<file path="src/cpu_types_pkg.sv">
package cpu_types_pkg;

  // basic data word
  typedef logic [31:0] word_t;

  // data cache address split: tag, set index, block offset, byte offset
  localparam int DTAG_W = 26;
  localparam int DIDX_W = 3;
  localparam int DBLK_W = 1;
  localparam int DBYT_W = 2;

  typedef struct packed {
    logic [DTAG_W-1:0] tag;
    logic [DIDX_W-1:0] idx;
    logic [DBLK_W-1:0] blkoff;
    logic [DBYT_W-1:0] bytoff;
  } dcachef_t;

  // word address bits decoded by the ram, 4 KB
  localparam int RAM_DEPTH_W = 10;

  // initial ram word is its word address xor this key
  localparam word_t RAM_INIT_KEY = 32'h5a5a0000;

endpackage

</file>
<file path="src/memory_control.sv">
`timescale 1ns/1ps

module memory_control #(
  parameter int RAM_LATENCY = 2
) (
  input  logic                 CLK,
  input  logic                 nRST,
  input  logic                 dREN,
  input  logic                 dWEN,
  input  cpu_types_pkg::word_t daddr,
  input  cpu_types_pkg::word_t dstore,
  input  cpu_types_pkg::word_t ramload,
  input  logic                 ramready,
  output logic                 dwait,
  output cpu_types_pkg::word_t dload,
  output logic                 ramREN,
  output logic                 ramWEN,
  output cpu_types_pkg::word_t ramaddr,
  output cpu_types_pkg::word_t ramstore
);
  import cpu_types_pkg::*;

  typedef enum logic [1:0] {
    IDLE,
    ACCESS,
    DONE
  } state_t;

  state_t state, next_state;

  // the request served last, so it is not started again
  logic  last_ren;
  logic  last_wen;
  word_t last_addr;
  word_t load_q;

  logic  req;
  logic  new_req;
  logic  start;

  assign req     = dREN || dWEN;
  assign new_req = req && !((dREN == last_ren) && (dWEN == last_wen) &&
                            (daddr == last_addr));
  assign start   = (state == IDLE) && new_req;

  // ram sees the request from its first cycle
  assign ramREN   = dREN && (start || state == ACCESS);
  assign ramWEN   = dWEN && (start || state == ACCESS);
  assign ramaddr  = daddr;
  assign ramstore = dstore;

  // wait released only in the done cycle
  assign dwait = req && (state != DONE);
  assign dload = load_q;

  always_comb begin
    next_state = state;
    case (state)
      IDLE: begin
        if (start) begin
          next_state = ramready ? DONE : ACCESS;
        end
      end
      ACCESS: begin
        if (ramready) begin
          next_state = DONE;
        end
      end
      DONE:    next_state = IDLE;
      default: next_state = IDLE;
    endcase
  end

  always_ff @(posedge CLK, negedge nRST) begin
    if (!nRST) begin
      state    <= IDLE;
      last_ren <= 1'b0;
      last_wen <= 1'b0;
    end else begin
      state <= next_state;
      if (state == DONE) begin
        last_ren <= dREN;
        last_wen <= dWEN;
      end else if (state == IDLE && !req) begin
        last_ren <= 1'b0;
        last_wen <= 1'b0;
      end
    end
  end

  always_ff @(posedge CLK) begin
    if (ramready) begin
      load_q <= ramload;
    end
    if (state == DONE) begin
      last_addr <= daddr;
    end
  end

  // an access in flight keeps its enables and address until ramready
  assert property (@(posedge CLK) disable iff (!nRST)
    (ramREN || ramWEN) && !ramready |=>
      (ramREN || ramWEN) && $stable(ramWEN) && $stable(ramaddr));

  // ram answers within its latency
  assert property (@(posedge CLK) disable iff (!nRST)
    start |-> ##[0:RAM_LATENCY-1] ramready);

endmodule

</file>
<file path="config.mk">
export PLATFORM = sky130hd
export DESIGN_NAME = memory_control
export DESIGN_NICKNAME = d
export VERILOG_FILES = /design/src/cpu_types_pkg.sv /design/src/memory_control.sv
export SDC_FILE = /design/constraint.sdc
export NUM_CORES = 1
export LEC_CHECK = 0
export ABC_AREA = 1
export BUFFER_PORTS_ARGS = -buffer_cell sky130_fd_sc_hd__buf_2
export CORE_UTILIZATION = 43
export CTS_BUF_LIST = sky130_fd_sc_hd__clkbuf_16
export DETAILED_ROUTE_END_ITERATION = 12
export PLACE_DENSITY = 0.9
export SETUP_SLACK_MARGIN = 0.3
export SYNTH_ARGS = -nofsm -noshare
export SYNTH_HDL_FRONTEND = slang
export SYNTH_SLANG_ARGS = --single-unit
export TNS_END_PERCENT = 5
</file>
<file path="constraint.sdc">
create_clock -name CLK -period 3 [get_ports CLK]
set_input_delay 0.3 -clock CLK [delete_from_list [all_inputs] [get_ports CLK]]
set_output_delay 0.3 -clock CLK [all_outputs]
set_load 0.1 [all_outputs]
</file>
* Word level (Yosys, flattened, before mapping)
Index checks and enable logic that the tools add are counted.
Storage, ports and cells: register bits 68, bits in latches 0, bits in writable memories 0, ROM bits 0, input port bits 101, output and inout port bits 99, word-level logic and storage cells 35, memories 0
Operators by class: $add $sub $neg 0, $mul 0, divide/modulo/power cells 0, magnitude comparators 0, eq/ne operators 8, shift operators 0, muxes and demuxes 7, bitwise logic cells 0, reduce and logical (&&, ||, !) cells 15
Operator list (number):
- $eq 32x32->1 | 1
- $logic_and 1x1->1 | 8
- $mux 2 | 3
- $ne 2x2->1 const B | 3
- $pmux 2 s2 | 1
- $mux 1 | 3
- $eq 1x1->1 | 2
- $eq 2x1->1 const B | 1
- $eq 2x2->1 const B | 1
- $logic_not 1->1 | 2
- $logic_not 2->1 | 1
- $logic_or 1x1->1 | 2
- $reduce_and 2->1 | 1
- $reduce_bool 2->1 | 1

* Longest topological paths before layout
Gate-level depths: netlist of run 1.
word-level depth 8, depth in mapped cells 10, depth with buffers taken out 10

* Worst setup path after synthesis of run 1
No wires, ideal clock.
path kind reg2out, start reg state[0], end out dwait, arrival time 2.824 ns, data required time 2.700 ns, slack -0.124 ns, stages on the path, launching flop included 3, buffers on the path 0, cells stage by stage dfrtp_1 -> nor2_1 -> nor2_1
On the way: longest elaborated chain between the ends 2
RTL lines:
- start: declaration | line memory_control.sv:29 | state_t state, next_state;
- start signal: assignment | line memory_control.sv:80 | state <= next_state;
- $ne 2x2->1 | line memory_control.sv:53 | assign dwait = req && (state != DONE);
- $logic_and 1x1->1 | line memory_control.sv:53
- end: declaration | line memory_control.sv:14 | output logic dwait,
Every way passes these cells.

* Worst setup path in the final report of run 1
start reg last_addr[11], end out ramWEN
On the way: longest elaborated chain between the ends 7
RTL lines:
- start: declaration | line memory_control.sv:34 | word_t last_addr;
- start signal: assignment | line memory_control.sv:96 | last_addr <= daddr;
- $eq 32x32->1 | line memory_control.sv:43 | (daddr == last_addr));
- $logic_and 1x1->1 | line memory_control.sv:42 | assign new_req = req && !((dREN == last_ren) && (dWEN == last_wen) &&
- $logic_not 1->1 | line memory_control.sv:42
- $logic_and 1x1->1 | line memory_control.sv:42
- $logic_and 1x1->1 | line memory_control.sv:44 | assign start = (state == IDLE) && new_req;
- $logic_or 1x1->1 | line memory_control.sv:48 | assign ramWEN = dWEN && (start || state == ACCESS);
- $logic_and 1x1->1 | line memory_control.sv:48
- end: declaration | line memory_control.sv:17 | output logic ramWEN,
Every way passes these cells.

==> impl_results.html, run 1 <==
<table>
<tr><th>Metric</th><th>Value</th></tr>
<tr><th colspan="2">Outcome</th></tr>
<tr><td>Result of the run</td><td>finished, final reports clean</td></tr>
<tr><th colspan="2">Yosys</th></tr>
<tr><td>Count of distinct cell types in the synthesized netlist</td><td>15</td></tr>
<tr><td>Proportion of synthesized chip area in sequential cells</td><td>0.647</td></tr>
<tr><td>Synthesized cell area</td><td>0.00313 mm^2</td></tr>
<tr><td>Count of yosys warnings during synthesis</td><td>0</td></tr>
<tr><td>Number of standard cells after synthesis</td><td>267</td></tr>
<tr><td>Synthesized area divided by synthesized cell count</td><td>11.7 um^2</td></tr>
<tr><td>Count of state elements after synthesis</td><td>68</td></tr>
<tr><td>Net Count, Synth</td><td>368</td></tr>
<tr><th colspan="2">Placement</th></tr>
<tr><td>Pre-CTS setup slack</td><td>1.08 ns</td></tr>
<tr><td>Placed Cells incl. Taps</td><td>435</td></tr>
<tr><td>Final weighted congestion in routability-driven placement</td><td>0.776</td></tr>
<tr><td>Count of port buffers added during placement</td><td>135</td></tr>
<tr><td>HPWL after detailed placement</td><td>4770 um</td></tr>
<tr><th colspan="2">Job</th></tr>
<tr><td>Max_cap viols</td><td>0</td></tr>
<tr><th colspan="2">Timing</th></tr>
<tr><td>Number of pins exceeding their max-slew limit in the final report</td><td>0</td></tr>
<tr><td>Slew at the pin with the worst max-slew slack</td><td>0.693 ns</td></tr>
<tr><td>Relative slew slack</td><td>0.538</td></tr>
<tr><td>Final-layout setup total negative slack</td><td>0 ns</td></tr>
<tr><td>Highest clock frequency the design can meet</td><td>0.456 GHz</td></tr>
<tr><td>Setup-failing EPs final</td><td>0</td></tr>
<tr><td>Setup slack of the critical path after layout</td><td>0.807 ns</td></tr>
<tr><td>Post-route clock skew</td><td>0.00466 ns</td></tr>
<tr><td>Final clock period utilization by the worst path</td><td>0.731</td></tr>
<tr><td>Unrepaired setup endpoints after global routing</td><td>false</td></tr>
<tr><td>Final worst path period need</td><td>2.19 ns</td></tr>
<tr><td>Hold violation count in the final report</td><td>0</td></tr>
<tr><th colspan="2">Clock network</th></tr>
<tr><td>Clk Tree Root Cell</td><td>sky130_fd_sc_hd__clkbuf_16</td></tr>
<tr><td>Clock latency at the later pin of the worst-skew pair</td><td>0.32 ns</td></tr>
<tr><td>Number of buffers created by CTS</td><td>9</td></tr>
<tr><td>H-tree depth reported by CTS</td><td>3</td></tr>
<tr><td>Clock buffer depth</td><td>2</td></tr>
<tr><td>Count of clock tree sinks</td><td>68</td></tr>
<tr><td>CTS clock-pin slew for the worst setup and hold paths</td><td>0.06 ns</td></tr>
<tr><td>TritonCTS clock tree</td><td>done</td></tr>
<tr><td>Quantity of gates resized following cts</td><td>0</td></tr>
<tr><th colspan="2">Pwr</th></tr>
<tr><td>Power density relative to cell area</td><td>742 mW/mm^2</td></tr>
<tr><td>Design Power</td><td>2.77 mW</td></tr>
<tr><td>P_int</td><td>1.79 mW</td></tr>
<tr><td>Clk network pwr share</td><td>0.338</td></tr>
<tr><td>Net switching power figure</td><td>0.980 mW</td></tr>
<tr><td>Static Leak</td><td>1.72 nW</td></tr>
<tr><td>Maximum ir drop on the vdd rail</td><td>0.470 mV</td></tr>
<tr><td>Comb pwr share</td><td>0.247</td></tr>
<tr><td>Switch share</td><td>0.354</td></tr>
<tr><td>Share of power burned in registers</td><td>0.415</td></tr>
<tr><th colspan="2">Critical path</th></tr>
<tr><td>CP Data Arrival Time</td><td>1.89 ns</td></tr>
<tr><td>Worst endpoint required time</td><td>2.70 ns</td></tr>
<tr><td>Slowest-stage cell, CP</td><td>sky130_fd_sc_hd__edfxtp_1</td></tr>
<tr><td>Worst path most repeated cell</td><td>sky130_fd_sc_hd__a21oi_1</td></tr>
<tr><td>Crit path cell chain</td><td>or2_1 -&gt; a21oi_1 -&gt; nand2_1 -&gt; nor2_1 -&gt; nand3_1 -&gt; nand2_2 -&gt; a21oi_1 -&gt; buf_2</td></tr>
<tr><td>Worst Setup Start Kind</td><td>register</td></tr>
<tr><td>Crit Path Max Fanout</td><td>4</td></tr>
<tr><td>Stage delay of the slowest cell on the critical path</td><td>0.38 ns</td></tr>
<tr><td>Worst setup path class</td><td>register to primary output</td></tr>
<tr><td>Crit path max-delay family</td><td>simple AND/OR/NAND/NOR gates</td></tr>
<tr><td>Buffers plus inverters on the worst setup path</td><td>1</td></tr>
<tr><td>Setup crit end kind</td><td>primary output</td></tr>
<tr><th colspan="2">Final layout</th></tr>
<tr><td>Share of post-route cells with drive strength above 1</td><td>0.430</td></tr>
<tr><td>Commonest non-fill, non-tap cells in the layout</td><td>135 x sky130_fd_sc_hd__buf_2, 64 x sky130_fd_sc_hd__edfxtp_1, 51 x sky130_fd_sc_hd__nand2_1</td></tr>
<tr><td>Flip-flop and latch area</td><td>0.00202 mm^2</td></tr>
<tr><td>Number of standard cells in the layout, taps in and fillers out</td><td>452</td></tr>
<tr><td>Most common cell after layout, fill and taps aside</td><td>sky130_fd_sc_hd__buf_2</td></tr>
<tr><td>Final-layout fill cell count</td><td>617</td></tr>
<tr><td>Area used by multi-input combinational logic</td><td>515 um^2</td></tr>
<tr><td>Utilization after layout</td><td>0.541</td></tr>
<tr><td>Nets@finish</td><td>452</td></tr>
<tr><td>Antenna diode instance count</td><td>0</td></tr>
<tr><td>Relative area change from synthesis to final layout</td><td>19.5%</td></tr>
<tr><th colspan="2">Floorplan</th></tr>
<tr><td>Chip Width</td><td>87.3 um</td></tr>
<tr><td>Area of the core</td><td>0.00691 mm^2</td></tr>
<tr><td>Overall die area</td><td>0.00762 mm^2</td></tr>
<tr><td>Cell row count</td><td>30</td></tr>
<tr><td>Number of top-level pins</td><td>200</td></tr>
<tr><td>Initial core utilization</td><td>0.453</td></tr>
<tr><td>DIE HEIGHT</td><td>87.3 um</td></tr>
<tr><th colspan="2">GRT</th></tr>
<tr><td>Number of global-route vias before repair</td><td>2073</td></tr>
<tr><td>Maximum number of pins on one net before global-route repair</td><td>35</td></tr>
<tr><td>First-pass GRT wire length</td><td>8930 um</td></tr>
<tr><td>Antenna violations before repair</td><td>0</td></tr>
<tr><td>Congestion Overflow GR</td><td>0</td></tr>
<tr><td>GRT Resource Usage Total</td><td>0.163</td></tr>
<tr><th colspan="2">Route</th></tr>
<tr><td>Count of unresolved DRC violations after routing</td><td>0</td></tr>
<tr><td>Antenna-violating nets left</td><td>0</td></tr>
<tr><td>Number of DRC markers in iteration 0</td><td>55</td></tr>
<tr><td>Total number of vias</td><td>1997</td></tr>
<tr><td>Routed wirelength normalized by instance count</td><td>13.6 um</td></tr>
<tr><td>Count of TritonRoute iterations in the first routing pass</td><td>4</td></tr>
<tr><td>Final wirelength</td><td>6170 um</td></tr>
<tr><td>Detailed-route vias per instance</td><td>4.42</td></tr>
<tr><th colspan="2">Min path</th></tr>
<tr><td>Worst Hold Class</td><td>primary input to register</td></tr>
</table>
final cells by class:
type	count	share of cell area
clock buffer	9	0.0603
clock inverter	7	0.0121
inverter	31	0.0311
multi-input combinational	104	0.138
sequential	68	0.541
tap	96	0.0321
timing repair buffer	137	0.185
through the flow:
stage	instance area (um^2)	hold slack, ns
2_1_floorplan	3130	0.00441
3_3_place_gp	3460	0.105
3_5_place_dp	3460	0.115
4_1_cts	3740	0.139
5_1_grt	3740	0.133
6_report	3740	0.149
worst reg2reg max path: stages (launching register included):
cell,delay (ns)
sky130_fd_sc_hd__edfxtp_1,0.38
sky130_fd_sc_hd__or2_1,0.24
sky130_fd_sc_hd__a21oi_1,0.12
sky130_fd_sc_hd__nand2_1,0.09
sky130_fd_sc_hd__nor2_1,0.15
sky130_fd_sc_hd__nand3_1,0.12
sky130_fd_sc_hd__nand2_2,0.11
sky130_fd_sc_hd__a21oi_1,0.07
sequential cells by signal, indices dropped and copies added (netlist names):
name / count
dload: 32
last_addr: 32
last_ren: 1
last_wen: 1
state: 2
per-layer routing:
| metal | wire [um] | global-route usage | share of wire |
|---|---|---|---|
| met5 | 0 | 0 | 0 |
| met4 | 130 | 0.0805 | 0.021 |
| met3 | 749 | 0.0796 | 0.12 |
| met2 | 3130 | 0.295 | 0.51 |
| met1 | 2160 | 0.152 | 0.35 |
cell usage after synthesis:
master | count | area share
sky130_fd_sc_hd__buf_4 | 64 | 0.15
sky130_fd_sc_hd__edfxtp_1 | 64 | 0.61
sky130_fd_sc_hd__nand2_1 | 51 | 0.061
sky130_fd_sc_hd__inv_1 | 31 | 0.037
sky130_fd_sc_hd__nor2_1 | 19 | 0.023
sky130_fd_sc_hd__xnor2_1 | 14 | 0.039
sky130_fd_sc_hd__a21oi_1 | 6 | 0.0096
sky130_fd_sc_hd__dfrtp_1 | 4 | 0.032
sky130_fd_sc_hd__xor2_1 | 4 | 0.011
sky130_fd_sc_hd__nand3_1 | 2 | 0.0032
sky130_fd_sc_hd__nor3_1 | 2 | 0.0032
sky130_fd_sc_hd__o22ai_1 | 2 | 0.0040
sky130_fd_sc_hd__or2_1 | 2 | 0.0040
sky130_fd_sc_hd__nand2_2 | 1 | 0.0020
sky130_fd_sc_hd__nand4_1 | 1 | 0.0020
timing repair:
| action | CTS | global route |
|---|---|---|
| hold buffers | 1 | 0 |
| buffers inserted | 0 | 0 |
| hold endpoints to repair | 4 | 0 |
power groups by stage:
stage,Clock (mW),Combinational [mW],Sequential [mW]
after detailed placement,0,0.688,1.17
after global placement,0,0.678,1.16
final,0.938,0.685,1.15
after global routing,1.01,0.714,1.16
after CTS,0.966,0.689,1.15
after floorplan,0,0.519,1.42
logic make-up (layout without fill, tap and decap cells):
| kind of cell | Yosys count | in the layout | share of synthesized area |
|---|---|---|---|
| buffers and inverters | 95 | 184 | 0.191 |
| XOR/XNOR | 18 | 18 | 0.0504 |
| AND/OR/NAND/NOR | 78 | 78 | 0.0984 |
| flip-flops | 68 | 68 | 0.647 |
| AO/OA/AOI/OAI | 8 | 8 | 0.0136 |
final timing paths:
kind / startpoint / to / slack (ns) / cells after the start
max in group asynchronous: nRST / last_wen / 2.56 / 2
min reg2reg: last_wen / last_wen / 0.57 / 2
min: ramload[30] / dload[30] / 0.15 / 1
max reg2reg: last_addr[11] / state[0] / 1.58 / 7
max: last_addr[11] / ramWEN / 0.81 / 8
min in group asynchronous: nRST / state[1] / 0.31 / 2
Power figures use the tool's default switching activity.
==> run 2: changes to the inputs <==
Settings changed: ABC_AREA 1 to 0, CORE_UTILIZATION 43 to 38, PLACE_DENSITY 0.9 to 0.86.
Clock period 3 ns to 1.8 ns, I/O delays scaled along.
==> run 2 against run 1 <==
Compared with the run above: the run now ends with setup timing left; worst setup slack got worse by 1.2 ns; critical path depth decreased by 2; hold slack got worse by 0.12 ns; register-to-register slack got worse by 1.6 ns.
==> impl_results.html, run 2 <==
<table>
<tr><th>Metric</th><th>Value</th></tr>
<tr><th colspan="2">Outcome</th></tr>
<tr><td>Result of the run</td><td>finished, violations left</td></tr>
<tr><td>Failing checks</td><td>setup timing</td></tr>
<tr><th colspan="2">Floorplan</th></tr>
<tr><td>Initial core utilization</td><td>0.401</td></tr>
<tr><td>DIE HEIGHT</td><td>90.5 um</td></tr>
<tr><td>Chip Width</td><td>90.5 um</td></tr>
<tr><td>Area of the core</td><td>0.00741 mm^2</td></tr>
<tr><td>Cell row count</td><td>31</td></tr>
<tr><td>Overall die area</td><td>0.00818 mm^2</td></tr>
<tr><td>Number of top-level pins</td><td>200</td></tr>
<tr><th colspan="2">Yosys</th></tr>
<tr><td>Synthesized area divided by synthesized cell count</td><td>15.3 um^2</td></tr>
<tr><td>Count of distinct cell types in the synthesized netlist</td><td>16</td></tr>
<tr><td>Cell taking the most area after synthesis</td><td>sky130_fd_sc_hd__edfxtp_1</td></tr>
<tr><td>Number of standard cells after synthesis</td><td>195</td></tr>
<tr><td>Number of flops mapped to enable cells by yosys</td><td>64</td></tr>
<tr><td>Top cells by instance count after synthesis</td><td>64 x sky130_fd_sc_hd__buf_4, 64 x sky130_fd_sc_hd__edfxtp_1, 31 x sky130_fd_sc_hd__xor2_1, 9 x sky130_fd_sc_hd__nor2_1, 8 x sky130_fd_sc_hd__nor4_1</td></tr>
<tr><td>Synthesized cell area</td><td>0.00297 mm^2</td></tr>
<tr><td>Top cell type's share of synthesized area</td><td>0.646</td></tr>
<tr><td>Count of state elements after synthesis</td><td>68</td></tr>
<tr><td>Count of yosys warnings during synthesis</td><td>0</td></tr>
<tr><td>Leading cell types by total area after synthesis</td><td>sky130_fd_sc_hd__edfxtp_1 65%, sky130_fd_sc_hd__buf_4 16%, sky130_fd_sc_hd__xor2_1 9.1%, sky130_fd_sc_hd__dfrtp_1 3.4%, sky130_fd_sc_hd__nor4_1 1.7%</td></tr>
<tr><td>Proportion of synthesized chip area in sequential cells</td><td>0.680</td></tr>
<tr><td>Share of synthesized flip-flops with an asynchronous set or reset</td><td>0.0588</td></tr>
<tr><td>Primary flip-flop cell chosen by synthesis mapping</td><td>sky130_fd_sc_hd__edfxtp_1</td></tr>
<tr><td>Net Count, Synth</td><td>296</td></tr>
<tr><th colspan="2">Clock network</th></tr>
<tr><td>Post-CTS setup-driven buffer insertion count</td><td>0</td></tr>
<tr><td>Clock buffer depth</td><td>2</td></tr>
<tr><td>Clock latency at the later pin of the worst-skew pair</td><td>0.32 ns</td></tr>
<tr><td>CTS clock-pin slew for the worst setup and hold paths</td><td>0.06 ns</td></tr>
<tr><td>H-tree depth reported by CTS</td><td>3</td></tr>
<tr><td>TritonCTS clock tree</td><td>done</td></tr>
<tr><td>Clk Tree Root Cell</td><td>sky130_fd_sc_hd__clkbuf_16</td></tr>
<tr><td>Number of buffers created by CTS</td><td>9</td></tr>
<tr><td>Count of clock tree sinks</td><td>68</td></tr>
<tr><th colspan="2">Final layout</th></tr>
<tr><td>Final-layout fill cell count</td><td>624</td></tr>
<tr><td>Utilization after layout</td><td>0.527</td></tr>
<tr><td>Flip-flop and latch area</td><td>0.00202 mm^2</td></tr>
<tr><td>Share of post-route cells with drive strength above 1</td><td>0.601</td></tr>
<tr><td>Commonest non-fill, non-tap cells in the layout</td><td>132 x sky130_fd_sc_hd__buf_2, 64 x sky130_fd_sc_hd__edfxtp_1, 31 x sky130_fd_sc_hd__xor2_1</td></tr>
<tr><td>Relative area change from synthesis to final layout</td><td>31.3%</td></tr>
<tr><td>Nets@finish</td><td>394</td></tr>
<tr><td>Area used by multi-input combinational logic</td><td>548 um^2</td></tr>
<tr><td>Most common cell after layout, fill and taps aside</td><td>sky130_fd_sc_hd__buf_2</td></tr>
<tr><td>Antenna diode instance count</td><td>0</td></tr>
<tr><th colspan="2">Route</th></tr>
<tr><td>Final wirelength</td><td>5700 um</td></tr>
<tr><td>Count of TritonRoute iterations in the first routing pass</td><td>4</td></tr>
<tr><td>Number of DRC markers in iteration 0</td><td>37</td></tr>
<tr><td>Detailed-route vias per instance</td><td>4.51</td></tr>
<tr><td>Antenna-violating nets left</td><td>0</td></tr>
<tr><td>Wire length the detailed router placed on met1</td><td>2170 um</td></tr>
<tr><td>Met3 wire length</td><td>508 um</td></tr>
<tr><td>Routed wirelength normalized by instance count</td><td>14.4 um</td></tr>
<tr><td>Count of unresolved DRC violations after routing</td><td>0</td></tr>
<tr><td>Total number of vias</td><td>1792</td></tr>
<tr><td>Topmost layer with routed signal wires</td><td>met4</td></tr>
<tr><td>Routed met2 length</td><td>2910 um</td></tr>
<tr><th colspan="2">Timing</th></tr>
<tr><td>Number of pins exceeding their max-slew limit in the final report</td><td>0</td></tr>
<tr><td>Unrepaired setup endpoints after global routing</td><td>true</td></tr>
<tr><td>Worst hold margin</td><td>0.0274 ns</td></tr>
<tr><td>Final-layout setup total negative slack</td><td>-0.709 ns</td></tr>
<tr><td>Setup-failing EPs final</td><td>2</td></tr>
<tr><td>Hold violation count in the final report</td><td>0</td></tr>
<tr><td>Setup slack of the critical path after layout</td><td>-0.357 ns</td></tr>
<tr><td>Slew at the pin with the worst max-slew slack</td><td>0.739 ns</td></tr>
<tr><td>Highest clock frequency the design can meet</td><td>0.464 GHz</td></tr>
<tr><td>Final clock period utilization by the worst path</td><td>1.20</td></tr>
<tr><td>Final worst path period need</td><td>2.16 ns</td></tr>
<tr><td>Relative slew slack</td><td>0.507</td></tr>
<tr><td>Post-route clock skew</td><td>0.00820 ns</td></tr>
<tr><th colspan="2">Critical path</th></tr>
<tr><td>CP Data Arrival Time</td><td>1.98 ns</td></tr>
<tr><td>Crit Path Max Fanout</td><td>3</td></tr>
<tr><td>Worst setup path class</td><td>register to primary output</td></tr>
<tr><td>Worst Setup Start Kind</td><td>register</td></tr>
<tr><td>Worst endpoint required time</td><td>1.62 ns</td></tr>
<tr><td>Setup crit end kind</td><td>primary output</td></tr>
<tr><th colspan="2">Pwr</th></tr>
<tr><td>Power density relative to cell area</td><td>1330 mW/mm^2</td></tr>
<tr><td>Static Leak</td><td>1.67 nW</td></tr>
<tr><td>Maximum ir drop on the vdd rail</td><td>0.715 mV</td></tr>
<tr><th colspan="2">Placement</th></tr>
<tr><td>HPWL after detailed placement</td><td>4340 um</td></tr>
<tr><td>Count of port buffers added during placement</td><td>135</td></tr>
<tr><td>Final weighted congestion in routability-driven placement</td><td>0.738</td></tr>
<tr><th colspan="2">Job</th></tr>
<tr><td>Max_cap viols</td><td>0</td></tr>
<tr><th colspan="2">GRT</th></tr>
<tr><td>Antenna violations before repair</td><td>0</td></tr>
<tr><td>Maximum number of pins on one net before global-route repair</td><td>35</td></tr>
<tr><td>First-pass GRT wire length</td><td>8800 um</td></tr>
<tr><td>Number of global-route vias before repair</td><td>1772</td></tr>
<tr><td>GRT Resource Usage Total</td><td>0.143</td></tr>
<tr><td>Congestion Overflow GR</td><td>0</td></tr>
<tr><th colspan="2">Min path</th></tr>
<tr><td>Worst Hold Class</td><td>primary input to register</td></tr>
</table>
## run 2: per-stage QoR
step | worst slack (ns) | cells | power (mW) | area (um^2)
6_report | -0.357 | 397 | 5.20 | 3910
5_1_grt | -0.456 | 397 | 5.36 | 3910
4_1_cts | -0.386 | 397 | 5.24 | 3890
3_5_place_dp | -0.226 | 380 | 3.06 | 3440
3_3_place_gp | -0.190 | 380 | 3.05 | 3440
2_1_floorplan | 0.167 | 195 | 3.19 | 3010
## run 2: per-layer routing
metal / vias up / global-route usage
met1: 821 / 0.152
met4: 0 / 0.0753
met3: 13 / 0.0497
li1: 822 / -
met2: 136 / 0.249
met5: - / 0
## run 2: area by class of cell
cell class / instances / share of cell area
inverters: 1 / 0.000961
well taps: 99 / 0.0317
clock buffers: 9 / 0.0577
repair buffers: 151 / 0.216
clock inverters: 7 / 0.0362
multi-input cells: 62 / 0.140
flip-flops and latches: 68 / 0.518
## run 2: logic make-up (layout without fill, tap and decap cells)
kind of cell    count (synthesis)  after routing  synth area share
compound gates                  3              3            0.0126
xor+xnor                       34             34             0.100
buf+inv                        65            168             0.163
flops                          68             68             0.680
simple gates                   25             25            0.0446
## run 2: repair_timing
item	4_1_cts	5_1_grt
endpoints found under the setup margin	5	5
hold endpoints to repair	4	0
hold buffers	1	0
pin swaps	6	8
resized for setup	17	3
## run 2: worst max-delay path, cell delays in order, from the launching register on
cell and delay [ns]:
sky130_fd_sc_hd__edfxtp_1 0.37, sky130_fd_sc_hd__xor2_1 0.19, sky130_fd_sc_hd__nor4_2 0.31, sky130_fd_sc_hd__nand4_1 0.20, sky130_fd_sc_hd__nor3_4 0.35, sky130_fd_sc_hd__nor2_4 0.06
sky130_fd_sc_hd__buf_12 0.17
## run 2: final timing paths
check	start	to	slack, ns	depth (start not counted)
max reg2reg	last_addr[4]	state[0]	0.01	6
max in group asynchronous	nRST	state[1]	1.49	2
min	ramload[9]	dload[9]	0.03	1
min in group asynchronous	nRST	last_ren	0.19	2
min reg2reg	state[1]	state[0]	0.52	1
max	last_addr[4]	ramWEN	-0.36	6
## run 2: power breakdown
group | switching [mW] | internal (mW) | total, mW
clock | 0.644 | 1.49 | 2.14
combinational | 0.935 | 0.222 | 1.16
sequential | 0.0417 | 1.86 | 1.91
total | 1.62 | 3.58 | 5.20
==> run 3: changes to the inputs <==
Clock period 1.8 ns to 1.7 ns, I/O delays scaled along.
==> run 3 against run 2 <==
Compared with the run above: the flow still finishes with violations (setup timing); register-to-register slack lost 0.08 ns; critical path type unchanged; die area is the same; core utilization grew 0.19 points.
==> impl_results.html, run 3 (same netlist as run 2, synthesis figures left out) <==
<table>
<tr><th>Metric</th><th>Value</th></tr>
<tr><th colspan="2">Critical path</th></tr>
<tr><td>Stage delay of the slowest cell on the critical path</td><td>0.38 ns</td></tr>
<tr><td>CP Data Arrival Time</td><td>1.96 ns</td></tr>
<tr><td>Slowest-stage cell, CP</td><td>sky130_fd_sc_hd__edfxtp_1</td></tr>
<tr><td>Setup crit end kind</td><td>primary output</td></tr>
<tr><td>Crit Path Max Fanout</td><td>3</td></tr>
<tr><td>Buffers plus inverters on the worst setup path</td><td>1</td></tr>
<tr><td>Worst setup path class</td><td>register to primary output</td></tr>
<tr><td>Worst endpoint required time</td><td>1.53 ns</td></tr>
<tr><td>Crit path cell chain</td><td>xor2_1 -&gt; nor4_1 -&gt; nand4_1 -&gt; nor3_4 -&gt; nor2_4 -&gt; buf_12</td></tr>
<tr><td>Worst reg-to-reg setup slack</td><td>-0.07 ns</td></tr>
<tr><td>Worst Setup Start Kind</td><td>register</td></tr>
<tr><td>Crit path max-delay family</td><td>simple AND/OR/NAND/NOR gates</td></tr>
<tr><th colspan="2">Route</th></tr>
<tr><td>Detailed-route vias per instance</td><td>4.46</td></tr>
<tr><td>Total number of vias</td><td>1801</td></tr>
<tr><td>Count of unresolved DRC violations after routing</td><td>0</td></tr>
<tr><td>Number of DRC markers in iteration 0</td><td>41</td></tr>
<tr><td>Routed wirelength normalized by instance count</td><td>14.6 um</td></tr>
<tr><td>Antenna-violating nets left</td><td>0</td></tr>
<tr><td>Count of TritonRoute iterations in the first routing pass</td><td>4</td></tr>
<tr><td>Final wirelength</td><td>5890 um</td></tr>
<tr><th colspan="2">Clock network</th></tr>
<tr><td>CTS clock-pin slew for the worst setup and hold paths</td><td>0.06 ns</td></tr>
<tr><td>Clock latency at the later pin of the worst-skew pair</td><td>0.32 ns</td></tr>
<tr><td>Clk Tree Root Cell</td><td>sky130_fd_sc_hd__clkbuf_16</td></tr>
<tr><td>Number of buffers created by CTS</td><td>9</td></tr>
<tr><td>Clock buffer depth</td><td>2</td></tr>
<tr><td>TritonCTS clock tree</td><td>done</td></tr>
<tr><td>H-tree depth reported by CTS</td><td>3</td></tr>
<tr><td>Post-CTS setup-driven buffer insertion count</td><td>0</td></tr>
<tr><td>Count of clock tree sinks</td><td>68</td></tr>
<tr><th colspan="2">Timing</th></tr>
<tr><td>Hold violation count in the final report</td><td>0</td></tr>
<tr><td>Number of pins exceeding their max-slew limit in the final report</td><td>0</td></tr>
<tr><td>Final clock period utilization by the worst path</td><td>1.25</td></tr>
<tr><td>Highest clock frequency the design can meet</td><td>0.470 GHz</td></tr>
<tr><td>Slew at the pin with the worst max-slew slack</td><td>0.720 ns</td></tr>
<tr><td>Post-route clock skew</td><td>0.00781 ns</td></tr>
<tr><td>Setup slack of the critical path after layout</td><td>-0.426 ns</td></tr>
<tr><td>Setup-failing EPs final</td><td>4</td></tr>
<tr><td>Final-layout setup total negative slack</td><td>-0.949 ns</td></tr>
<tr><td>Final worst path period need</td><td>2.13 ns</td></tr>
<tr><td>Relative slew slack</td><td>0.520</td></tr>
<tr><td>Unrepaired setup endpoints after global routing</td><td>true</td></tr>
<tr><th colspan="2">Final layout</th></tr>
<tr><td>Nets@finish</td><td>401</td></tr>
<tr><td>Share of post-route cells with drive strength above 1</td><td>0.597</td></tr>
<tr><td>Commonest non-fill, non-tap cells in the layout</td><td>132 x sky130_fd_sc_hd__buf_2, 64 x sky130_fd_sc_hd__edfxtp_1, 31 x sky130_fd_sc_hd__xor2_1</td></tr>
<tr><td>Most common cell after layout, fill and taps aside</td><td>sky130_fd_sc_hd__buf_2</td></tr>
<tr><td>Relative area change from synthesis to final layout</td><td>31.8%</td></tr>
<tr><td>Antenna diode instance count</td><td>0</td></tr>
<tr><td>Final-layout fill cell count</td><td>643</td></tr>
<tr><td>Utilization after layout</td><td>0.529</td></tr>
<tr><td>Post-layout instance area</td><td>0.00392 mm^2</td></tr>
<tr><th colspan="2">GRT</th></tr>
<tr><td>Maximum number of pins on one net before global-route repair</td><td>35</td></tr>
<tr><td>Number of global-route vias before repair</td><td>1804</td></tr>
<tr><td>Antenna violations before repair</td><td>0</td></tr>
<tr><td>First-pass GRT wire length</td><td>8900 um</td></tr>
<tr><td>GRT Resource Usage Total</td><td>0.149</td></tr>
<tr><td>Congestion Overflow GR</td><td>0</td></tr>
<tr><th colspan="2">Floorplan</th></tr>
<tr><td>Chip Width</td><td>90.5 um</td></tr>
<tr><td>Cell row count</td><td>31</td></tr>
<tr><td>DIE HEIGHT</td><td>90.5 um</td></tr>
<tr><td>Overall die area</td><td>0.00818 mm^2</td></tr>
<tr><td>Area of the core</td><td>0.00741 mm^2</td></tr>
<tr><td>Number of top-level pins</td><td>200</td></tr>
<tr><td>Initial core utilization</td><td>0.401</td></tr>
<tr><th colspan="2">Placement</th></tr>
<tr><td>Total cell area at the placement stage</td><td>0.00349 mm^2</td></tr>
<tr><td>Final weighted congestion in routability-driven placement</td><td>0.746</td></tr>
<tr><td>Pre-CTS setup slack</td><td>-0.315 ns</td></tr>
<tr><td>HPWL after detailed placement</td><td>4590 um</td></tr>
<tr><td>Count of port buffers added during placement</td><td>135</td></tr>
<tr><th colspan="2">Outcome</th></tr>
<tr><td>Failing checks</td><td>setup timing</td></tr>
<tr><td>Result of the run</td><td>finished, violations left</td></tr>
<tr><th colspan="2">Pwr</th></tr>
<tr><td>Power density relative to cell area</td><td>1360 mW/mm^2</td></tr>
<tr><td>Maximum ir drop on the vdd rail</td><td>0.602 mV</td></tr>
<tr><td>Design Power</td><td>5.35 mW</td></tr>
<tr><td>Static Leak</td><td>1.68 nW</td></tr>
<tr><th colspan="2">Min path</th></tr>
<tr><td>Worst Hold Class</td><td>primary input to register</td></tr>
<tr><th colspan="2">Job</th></tr>
<tr><td>Max_cap viols</td><td>0</td></tr>
</table>
==> run 3: cell count changes in the layout (fill, tap and decap cells not counted), sizes merged <==
cell	previous run	this run
buf	150	157
bufinv	4	3
clkinv	2	3
clkinvlp	0	1
inv	2	1
==> run 3: power by group <==
part / total [mW] / internal, mW / switching [mW]
clock network: 2.09 / 1.43 / 0.663
logic: 1.24 / 0.247 / 0.994
registers: 2.02 / 1.97 / 0.0440
==> run 3: area by class of cell <==
class / count / area [um^2] / share of cell area
clock inverters: 7 / 115 / 0.0294
multi-input cells: 62 / 523 / 0.133
flip-flops and latches: 68 / 2020 / 0.516
well taps: 99 / 124 / 0.0316
repair buffers: 158 / 907 / 0.231
inverters: 1 / 3.75 / 0.000958
clock buffers: 9 / 225 / 0.0575
==> run 3: repair_timing <==
item,4_1_cts,5_1_grt
pin swaps,9,6
setup endpoints to repair,25,27
hold buffers,1,0
endpoints found under the hold margin,4,0
resized for setup,18,1
==> run 3: metrics by stage <==
stage                     hold slack (ns)  std cells
final                              0.0209        404
after global routing              0.00246        404
after CTS                          0.0102        404
after detailed placement          -0.0246        387
after global placement            -0.0219        387
after floorplan                    -0.126        195
==> run 3: final timing paths <==
path,start,end,cells past startpoint
max,last_addr[7],ramREN,6
min,ramload[6],dload[6],1
max reg2reg,last_addr[7],state[0],6
min reg2reg,state[1],state[1],1
max in group asynchronous,nRST,state[1],2
min in group asynchronous,nRST,last_ren,2
==> run 3: metal layers <==
layer	global-route usage	up-vias	part of all wire
met3	0.0572	11	0.089
met2	0.259	138	0.51
li1	-	836	-
met4	0.0699	0	0.019
met5	0	-	0
met1	0.157	816	0.39
==> run 3: worst register-to-register path: stages, from the launching register on <==
cell                       delay (ns)
sky130_fd_sc_hd__edfxtp_1        0.38
sky130_fd_sc_hd__xor2_1          0.17
sky130_fd_sc_hd__nor4_1          0.31
sky130_fd_sc_hd__nand4_1         0.19
sky130_fd_sc_hd__nor3_4          0.34
sky130_fd_sc_hd__buf_4           0.18
sky130_fd_sc_hd__nor4_1          0.05
